$ cat src/include/adder_settings.svh
// Datapath width settings shared by the add/subtract unit
`ifndef ADDER_SETTINGS_SVH
`define ADDER_SETTINGS_SVH

// Operand and result width
// Must be a power of two and at least 4
// The prefix tree takes its level count from this value
`define ADDER_WIDTH 32

`endif
$ cat src/verilog/adder_pkg.sv
// Operation, request, flag and response types of the add/subtract unit
`include "adder_settings.svh"

package adder_pkg;

	// Arithmetic operations
	typedef enum logic [1:0] {
		OP_ADD = 2'd0,
		OP_SUB = 2'd1,
		OP_ADC = 2'd2,
		OP_SBB = 2'd3
	} op_e;

	// Request from the requester
	// carry_in only matters for OP_ADC and OP_SBB
	typedef struct packed {
		logic [`ADDER_WIDTH-1:0] a;
		logic [`ADDER_WIDTH-1:0] b;
		op_e op;
		logic carry_in;
	} add_req_t;

	typedef struct packed {
		logic carry;
		logic overflow;
		logic zero;
		logic negative;
	} flags_t;

	typedef struct packed {
		logic [`ADDER_WIDTH-1:0] result;
		flags_t flags;
	} add_rsp_t;

endpackage

$ cat src/verilog/adder_unit_top.sv
// Top level of the add/subtract unit joining the handshake port and the core
`timescale 1ns/1ps

module adder_unit_top (
	input logic clk,
	input logic rst,
	input logic req,
	input adder_pkg::add_req_t request,
	output logic ack,
	output adder_pkg::add_rsp_t response
);

	adder_pkg::add_req_t operand;
	adder_pkg::add_rsp_t outcome;

	req_ack_port port (
		.clk(clk),
		.rst(rst),
		.req(req),
		.request(request),
		.ack(ack),
		.response(response),
		.operand(operand),
		.outcome(outcome)
	);

	add_sub_core core (
		.clk(clk),
		.operand(operand),
		.outcome(outcome)
	);

endmodule

$ cat src/verilog/req_ack_port.sv
// Four-phase req/ack target that captures a request and holds the response under ack
`timescale 1ns/1ps

module req_ack_port (
	input logic clk,
	input logic rst,
	input logic req,
	input adder_pkg::add_req_t request,
	output logic ack,
	output adder_pkg::add_rsp_t response,
	output adder_pkg::add_req_t operand,
	input adder_pkg::add_rsp_t outcome
);

	typedef enum logic [1:0] {
		ST_IDLE = 2'd0,
		ST_COMPUTE = 2'd1,
		ST_ACK = 2'd2
	} state_e;

	state_e state;
	logic start;

	// ack is always low in idle
	assign start = (state == ST_IDLE) && req;

	always_ff @(posedge clk) begin
		if (rst) begin
			state <= ST_IDLE;
			ack <= 1'b0;
			response <= '0;
		end else begin
			case (state)
				ST_IDLE: begin
					if (start) begin
						state <= ST_COMPUTE;
					end
				end
				ST_COMPUTE: begin
					response <= outcome;
					ack <= 1'b1;
					state <= ST_ACK;
				end
				ST_ACK: begin
					// Hold everything until the requester lets go
					if (!req) begin
						ack <= 1'b0;
						state <= ST_IDLE;
					end
				end
				default: begin
					state <= ST_IDLE;
					ack <= 1'b0;
				end
			endcase
		end
	end

	// Operation stays put while the core works on it
	always_ff @(posedge clk) begin
		if (start) begin
			operand <= request;
		end
	end

	// Request was held from capture through to ack
	ack_rise: assert property (@(posedge clk) disable iff (rst)
		$rose(ack) |-> $past(req, 1) && $past(req, 2));

	rsp_stable: assert property (@(posedge clk) disable iff (rst)
		$past(ack) && ack |-> $stable(response));

	// No new request before the previous ack has dropped
	req_rise: assert property (@(posedge clk) disable iff (rst)
		$rose(req) |-> !ack);

endmodule

$ cat src/verilog/add_sub_core.sv
// Add/subtract core with operand conditioning and condition flags
`timescale 1ns/1ps
`include "adder_settings.svh"

module add_sub_core (
	input logic clk,
	input adder_pkg::add_req_t operand,
	output adder_pkg::add_rsp_t outcome
);

	localparam int W = `ADDER_WIDTH;

	logic [W-1:0] b_in;
	logic cin;
	logic [W-1:0] sum;
	logic cout;

	// Subtraction as a plus inverted b plus carry
	always_comb begin
		b_in = operand.b;
		cin = 1'b0;
		case (operand.op)
			adder_pkg::OP_ADD: begin
				cin = 1'b0;
			end
			adder_pkg::OP_SUB: begin
				b_in = ~operand.b;
				cin = 1'b1;
			end
			adder_pkg::OP_ADC: begin
				cin = operand.carry_in;
			end
			adder_pkg::OP_SBB: begin
				// carry_in set means no borrow
				b_in = ~operand.b;
				cin = operand.carry_in;
			end
		endcase
	end

	knowles_adder adder (
		.clk(clk),
		.a(operand.a),
		.b(b_in),
		.cin(cin),
		.sum(sum),
		.cout(cout)
	);

	always_comb begin
		outcome.result = sum;
		outcome.flags.carry = cout;
		// Same input signs but result sign flipped
		outcome.flags.overflow = (operand.a[W-1] == b_in[W-1]) &&
			(sum[W-1] != operand.a[W-1]);
		outcome.flags.zero = (sum == '0);
		outcome.flags.negative = sum[W-1];
	end

	// Subtraction flags straight from the operands
	sub_flags: assert property (@(posedge clk)
		operand.op == adder_pkg::OP_SUB |->
		outcome.flags.carry == (operand.a >= operand.b) &&
		outcome.flags.zero == (operand.a == operand.b));

endmodule

$ cat src/verilog/knowles_adder.sv
// Ling adder built around the Knowles prefix tree
`timescale 1ns/1ps
`include "adder_settings.svh"

module knowles_adder (
	input logic clk,
	input logic [`ADDER_WIDTH-1:0] a,
	input logic [`ADDER_WIDTH-1:0] b,
	input logic cin,
	output logic [`ADDER_WIDTH-1:0] sum,
	output logic cout
);

	localparam int W = `ADDER_WIDTH;

	logic [W:0] p;
	logic [W:0] g;
	logic [W:1] h;
	logic [W:1] c;

	// Slot zero carries the carry-in as a generate
	assign p = {a | b, 1'b1};
	assign g = {a & b, cin};

	knowles_tree tree (
		.clk(clk),
		.p(p),
		.g(g),
		.h(h),
		.c(c)
	);

	// With g clear h equals c and p is the half sum
	// With g set the sum bit is the carry itself
	assign sum = (p[W:1] ^ h) | (g[W:1] & c);
	assign cout = p[W] & h[W];

	// Whole adder against a plain behavioural add
	sum_check: assert property (@(posedge clk)
		{cout, sum} == ({1'b0, a} + {1'b0, b} + {{W{1'b0}}, cin}));

endmodule

$ cat src/verilog/knowles_tree.sv
// Knowles parallel-prefix tree producing Ling pseudo-carries and true carries
`timescale 1ns/1ps
`include "adder_settings.svh"

module knowles_tree (
	input logic clk,
	input logic [`ADDER_WIDTH:0] p,
	input logic [`ADDER_WIDTH:0] g,
	output logic [`ADDER_WIDTH:1] h,
	output logic [`ADDER_WIDTH:1] c
);

	localparam int W = `ADDER_WIDTH;
	localparam int LEVELS = $clog2(W);
	localparam int DL = 1 << (LEVELS - 1);

	// Black and grey levels
	// Span doubles per level and node i ends up covering i down to 0
	for (genvar lv = 1; lv < LEVELS; lv++) begin : g_level
		localparam int D = 1 << (lv - 1);

		logic [W-1:0] hn;
		logic [W-1:0] pn;

		for (genvar i = 0; i < W; i++) begin : g_node
			if (lv == 1) begin : g_first
				// Reduced cells since a generate implies its own propagate
				if (i == 0) begin : g_seed
					assign hn[i] = g[0];
					assign pn[i] = p[0];
				end else if (i == 1) begin : g_rgrey
					assign hn[i] = g[1] | g[0];
					assign pn[i] = p[0];
				end else begin : g_rblack
					assign hn[i] = g[i] | g[i-1];
					assign pn[i] = p[i-1] & p[i-2];
				end
			end else if (i < D) begin : g_done
				assign hn[i] = g_level[lv-1].hn[i];
				assign pn[i] = g_level[lv-1].pn[i];
			end else if (i < 2 * D) begin : g_grey
				// Lower node already reaches bit 0
				logic h_hi;
				logic p_hi;
				logic h_lo;

				assign h_hi = g_level[lv-1].hn[i];
				assign p_hi = g_level[lv-1].pn[i];
				assign h_lo = g_level[lv-1].hn[i-D];
				assign hn[i] = h_hi | (p_hi & h_lo);
				assign pn[i] = p_hi;
			end else begin : g_black
				logic h_hi;
				logic p_hi;
				logic h_lo;
				logic p_lo;

				assign h_hi = g_level[lv-1].hn[i];
				assign p_hi = g_level[lv-1].pn[i];
				assign h_lo = g_level[lv-1].hn[i-D];
				assign p_lo = g_level[lv-1].pn[i-D];
				assign hn[i] = h_hi | (p_hi & h_lo);
				assign pn[i] = p_hi & p_lo;
			end
		end
	end

	// Last level
	// Bits 2k and 2k+1 share the odd lower prefix
	// The overlap of one bit is absorbed by the upper group
	logic [W-1:0] hf;

	for (genvar i = 0; i < W; i++) begin : g_last
		if (i < DL) begin : g_done
			assign hf[i] = g_level[LEVELS-1].hn[i];
		end else begin : g_share
			logic h_hi;
			logic p_hi;
			logic h_lo;

			assign h_hi = g_level[LEVELS-1].hn[i];
			assign p_hi = g_level[LEVELS-1].pn[i];
			assign h_lo = g_level[LEVELS-1].hn[(i - DL) | 1];
			assign hf[i] = h_hi | (p_hi & h_lo);
		end
	end

	// True carry into bit k+1 is p[k] and the pseudo-carry of bit k
	assign c = p[W-1:0] & hf;

	// Top pseudo-carry comes from the top carry directly
	assign h = {g[W] | c[W], hf[W-1:1]};

	ling_identity: assert property (@(posedge clk) h == (c | g[W:1]));

endmodule

$ cat config.mk
export PLATFORM = sky130hd
export DESIGN_NAME = adder_unit_top
export DESIGN_NICKNAME = d
export VERILOG_FILES = /design/src/verilog/adder_pkg.sv /design/src/verilog/adder_unit_top.sv /design/src/verilog/req_ack_port.sv /design/src/verilog/add_sub_core.sv /design/src/verilog/knowles_adder.sv /design/src/verilog/knowles_tree.sv
export VERILOG_INCLUDE_DIRS = /design/src /design/src/include
export SDC_FILE = /design/constraint.sdc
export NUM_CORES = 1
export LEC_CHECK = 0
export ABC_AREA = 1
export ABC_CLOCK_PERIOD_IN_PS = 10520
export BUFFER_PORTS_ARGS = -buffer_cell sky130_fd_sc_hd__buf_2
export CAP_MARGIN = 20
export CELL_PAD_IN_SITES_DETAIL_PLACEMENT = 0
export CELL_PAD_IN_SITES_GLOBAL_PLACEMENT = 1
export CORE_MARGIN = 2
export CORE_UTILIZATION = 40
export DETAILED_ROUTE_END_ITERATION = 8
export GPL_TIMING_DRIVEN = 1
export HOLD_SLACK_MARGIN = 0.08
export PLACE_DENSITY = 0.87
export SYNTH_ARGS = -nofsm -noshare
export SYNTH_HDL_FRONTEND = slang
export SYNTH_SLANG_ARGS = --single-unit
$ cat constraint.sdc
create_clock -name clk -period 10.52 [get_ports clk]
set_input_delay 1.578 -clock clk [delete_from_list [all_inputs] [get_ports clk]]
set_output_delay 1.578 -clock clk [all_outputs]
set_load 0.01 [all_outputs]
# --- After elaboration in Yosys (flattened, before gate mapping) ---
# Index checks and enable logic that the tools add are counted.
# W data, S select, Z words.
word_totals:
  elab_cells: 370
  reg_bits: 106
  romBits: 0
  ram_bits: 0
  latchBits: 0
  n_memories: 0
classes:
  n_eq_ne: 9
  n_div: 0
  reduce_logical: 9
  n_bitwise: 334
  shifts: 0
  n_addsub: 0
  n_mul: 0
  magnitude_cmp: 0
  mux: 7
op_table:
  columns: ["operator", "n"]
  rows:
  - ["$and A1 B1 Y1", 196]
  - ["$or A1 B1 Y1", 130]
  - ["$and A32 B32 Y32", 3]
  - ["$or A32 B32 Y32", 2]
  - ["$logic_not A32 Y1", 1]
  - ["$mux W32", 1]
  - ["$not A32 Y32", 1]
  - ["$xor A32 B32 Y32", 1]
  - ["$eq A2 B2 Y1 const B", 3]
  - ["$pmux W1 S3", 2]
  - ["$pmux W2 S3", 1]
  - ["$eq A2 B1 Y1 const B", 2]
  - ["$logic_not A2 Y1", 2]
  - ["$mux W2", 2]
  - ["$reduce_and A2 Y1", 2]
  - ["$reduce_or A2 Y1", 2]
  - ["$logic_and A1 B1 Y1", 2]
  - ["$ne A2 B1 Y1 const B", 1]
  - ["$ne A2 B2 Y1 const B", 1]
  - ["$eq A1 B1 Y1", 1]
  - ["$mux W1", 1]
  - ["$ne A1 B1 Y1", 1]
  - ["$not A1 Y1", 1]

# --- Logic depth before layout (Yosys ltp) ---
depth:
  word_depth: 19
  depth_mapped: 30
  mapped_depth_nobuf: 28

# --- Modules after synthesis ---
# Synthesis repeated with hierarchy kept, for this count alone.
unflattened:
  hier_cells: 980
  area_unflattened_um2: 7043.0
by_module_without_submodules:
  columns: ["mod", "area_each_um2", "seq_area_each_um2", "cells_each", "n_inst"]
  rows:
  - ["req_ack_port", 3683.5, 2792.7, 314, 1]
  - ["knowles_tree", 1605.3, 0.0, 334, 1]
  - ["knowles_adder", 1243.7, 0.0, 256, 1]
  - ["add_sub_core", 510.5, 0.0, 76, 1]

# --- Worst setup path before layout ---
# OpenSTA, ideal clock, no wires.
synth_path:
  path_kind: "input -> register"
  start: "in req"
  end: "reg port.operand[0] (netlist name)"
  slack_ns: 5.617
  stages: 2
  arrival_time_ns: 4.411
  path_cell_list: "inv_1 -> nor2_1"
synth_via:
  elab_chain_cells: 1
synth_lines:
  columns: ["item", "line_no", "text"]
  rows:
  - ["from (decl)", "adder_unit_top.sv:7", "input logic req,"]
  - ["$logic_and A1 B1 Y1", "req_ack_port.sv:25", "assign start = (state == ST_IDLE) && req;"]
  - ["named net port.start", "req_ack_port.sv:22", "logic start;"]
# The timed path passes the listed nets, and every way through them passes these cells.
# A chain may end at the register's enable or synchronous reset.

# --- Worst setup path after layout ---
layout_path:
  start: "reg port.operand[1] (netlist name)"
  end: "reg port.response[1] (netlist name)"
layout_via:
  elab_chain_cells: 18
  word_cells_on_any_way: 340
  cone_classes: "eq/ne: 3; mux: 2; bitwise: 331; reduce/logical: 4"
layout_lines:
  columns: ["item", "line_no", "text"]
  rows:
  - ["$eq A2 B1 Y1 / $eq A2 B2 Y1 (equally long branches)", "add_sub_core.sv:22", "case (operand.op)"]
  - ["$reduce_or A2 Y1 (no source line)", null, null]
  - ["$mux W32", null, null]
  - ["$or A32 B32 Y32 / $and A32 B32 Y32 (equally long branches)", "knowles_adder.sv:22, knowles_adder.sv:23", null]
  - ["$and A1 B1 Y1 / $or A1 B1 Y1 (equally long branches)", "knowles_tree.sv:36, knowles_tree.sv:32", null]
  - ["$and A1 B1 Y1", "knowles_tree.sv:50", "assign hn[i] = h_hi | (p_hi & h_lo);"]
  - ["$or A1 B1 Y1", "knowles_tree.sv:50", null]
  - ["$and A1 B1 Y1", "knowles_tree.sv:50", null]
  - ["[3 not listed]", null, null]
  - ["$and A1 B1 Y1", "knowles_tree.sv:84", "assign hf[i] = h_hi | (p_hi & h_lo);"]
  - ["$or A1 B1 Y1", "knowles_tree.sv:84", null]
  - ["$and A32 B32 Y32", "knowles_tree.sv:89", "assign c = p[W-1:0] & hf;"]
  - ["$or A1 B1 Y1", "knowles_tree.sv:92", "assign h = {g[W] | c[W], hf[W-1:1]};"]
  - ["$xor A32 B32 Y32", "knowles_adder.sv:35", "assign sum = (p[W:1] ^ h) | (g[W:1] & c);"]
  - ["$or A32 B32 Y32 *", "knowles_adder.sv:35", null]
  - ["named net core.adder.sum[31]", "knowles_adder.sv:10", "output logic [`ADDER_WIDTH-1:0] sum,"]
  - ["$logic_not A32 Y1 *", "add_sub_core.sv:56", "outcome.flags.zero = (sum == '0);"]
# The timed path passes the listed nets; every way through them passes the cells marked *.

==> summary.txt <==
total negative setup slack - 0 ps
main combinational cell family by area after synthesis - simple AND/OR/NAND/NOR gates
count leader, synth - nand2_1
Hold Fails Final Rpt - 0
max-slew violations - 0
H-tree depth - 3
Int Pwr - 771.4 uW
hold_ws - 457.2 ps
Pleak - 0.003796 uW
worst clock skew - 6.787 ps
fin crit share - 36.49%
boundary pin count - 107
flops & latches, synth - 105
sequential area share after synthesis - 44.12%
Initial DRC Count - 246
Final nets - 998
initial antenna violation count - 0
Synth Cell Area - 0.006285 mm2
DR vias - 5,175
count of cell types in the netlist - 40
Worst-Skew Late Latency - 360 ps
share of layout cells above drive strength 1 - 20.87%
Post-synth EDFFs - 67
CTS tree - yes
reg2reg start - port.operand[1]
Final Setup Violations - 0
GRT Residual Overflow - 0
status - finished clean
DIE HEIGHT - 129.3 um
GPL Wtd Cong - 0.8741
post-synthesis compound-gate area fraction - 9.914%
hold_buf cts - 0
top area cells in the synthesized netlist - edfxtp_1 (32%), dfxtp_1 (12%), nand2_1 (11%), inv_1 (7.9%), nor2_1 (6.7%)
Post-synth top cells - nand2_1 (182), inv_1 (132), nor2_1 (112), edfxtp_1 (67), dfxtp_1 (38)
Crit. End Element - flop
Clock power frac - 29.5%
Synth Net Count - 896
vias per inst - 4.654
Routed WL - 14,680 um
CTS Sinks - 105
number of port buffers - 106
Slew HR - 40.05%
Final Power - 1138 uW
RSZ-0062 raised after global routing - false
Layout fillers - 1,602
Hold Crit Class - reg -> reg
largest net degree at the start of global routing - 68
asr flop ratio synth - 0%
Num CTS Buffers - 9
Worst Setup SP - port.operand[1]
Antenna Cells - 0
Root Driver - clkbuf_16
WP data arrival - 4130 ps
# Max-Cap Violations - 0
multiplexer share of the synthesized area - 0%
Clk pin slew, worst setup/hold paths - 70 ps
PD cells - 156.3 mW/mm2
Hold Crit Start - port.ack
dominant synthesized flop cell - edfxtp_1
post-synth top area share - 32.01%
placed cell count - 1,096
Post-Syn Instances - 794
Post-CTS Setup Bufs - 0
adder-cell share of the synthesized area - 6.610%
WL per Instance - 13.20 um
DRC Markers - 0
area grow syn2layout - 15.91%
Starting Density - 41.19%
vias in the first global route - 4,858
Max clock buf depth - 2
Synth area leader - edfxtp_1
Die ar. - 0.01673 mm2
worst-path fanout max - 34
YS warnings - 0
Setup crit start kind - flop
VDD IR max - 0.08663 mV
Avg Inst Size Synth - 7.915 um2
GRT Overall Usage - 18.39%
Post-DP HPWL - 11,370 um
first-pass GRT wire length - 24,000 um
number of gates resized after cts - 0
# rows - 45
Gate power share - 27.6%
Sw Share - 32.24%
die width - 129.3 um
Synth Area in Simple Gates - 27.21%
Least-Margin Pin Slew - 898.2 ps
Worst EP required - 10,810 ps
Post-DRT Antenna Nets - 0
Synth Area in XOR/XNOR - 1.951%
part of the power in registers - 42.9%
switching power total - 367.0 uW
min cycle time layout - 3839 ps
Fmax - 260.5 MHz
Core Area - 0.01526 mm2
kind of critical path - reg -> reg
Layout Cells excl Fill - 1,112
drt pass-1 iters - 5
## layer usage
| metal | vias to the layer above | routed length, um | track usage [%] |
|---|---|---|---|
| met2 | 113 | 6501 | 29.47 |
| li1 | 2725 | - | - |
| met3 | 9 | 700 | 3.964 |
| met1 | 2328 | 7355 | 25.60 |
| met4 | 0 | 119 | 4.220 |
| met5 | - | 0 | 0 |
## registers in the layout, indices dropped and copies added, names as in the netlist
| register | flops |
|---|---|
| port.ack | 1 |
| port.operand | 67 |
| port.response | 35 |
| port.state | 2 |
## path summary, 6_finish.rpt
check | slack, ps | endpoint | cells after the start
worst max-delay path | 6680 | port.response[1] | 25
worst min-delay path | 460 | port.ack | 2
worst max register to register | 6680 | port.response[1] | 25
worst min register to register | 460 | port.ack | 2
## cells in the final DEF (no fill, tap or decap), types with 9 or more instances in the layout
cell / n
edfxtp_1: 67
clkbuf_16: 9
ha_1: 30
buf_2: 106
xor2_1: 11
nand3b_2: 9
a21oi_1: 16
dfxtp_1: 38
nand2_2: 29
nand3_1: 30
nor2_1: 110
o21ai_0: 35
inv_1: 132
nand2_1: 182
o21bai_1: 21
## cells by family after synthesis
kind of cell,count (synthesis)
and+or+nand+nor,388
xor gates and xnor gates,14
DFF,105
AOI/OAI and AO/OA,101
buffers and inverters,154
adders and majority gates,32
## power groups by stage
stage / sequential [uW] / clock [uW] / combinational, uW
floorplan: 500 / 0 / 220
global placement: 498 / 0 / 314
detailed placement: 498 / 0 / 314
CTS: 489 / 346 / 316
global route: 492 / 362 / 360
finish: 489 / 336 / 314
## critical path, cell delays in order, from the launching register on
cell	delay [ps]
edfxtp_1	320
buf_4	430
inv_8	150
nand2_1	130
nand2_1	60
nand2_1	120
nand2_1	80
a21oi_1	230
nor3_1	70
nor3_1	140
nor2_1	70
nor4_1	210
nand2_1	90
ha_1	220
fa_1	510
inv_1	90
nand3_1	70
nor2_1	120
nand2_1	50
nor2_1	100
nand3_1	80
nor2_1	90
nand3_1	80
nor2_1	90
nor2_1	50
nor2_1	80
## final cells by class
cell class	instances	area, um2	area share [%]
clock buffer	9	225.2	3.092
clock inverter	7	70.07	0.9619
inverter	136	518.0	7.111
multi-input combinational	535	2882	39.56
sequential	105	2773	38.06
tap	211	264.0	3.624
timing repair buffer	109	553.0	7.592
## stage by stage
stage          util, %  cell area (um2)  worst slack, ps
2_1_floorplan        -             6285             5617
3_3_place_gp     45.81             6989             6845
3_5_place_dp     45.81             6989             6698
4_1_cts          47.74             7284             6679
5_1_grt          47.74             7284             6225
6_report         47.74             7284             6681
No activity file was read; power rests on OpenSTA's default activity.
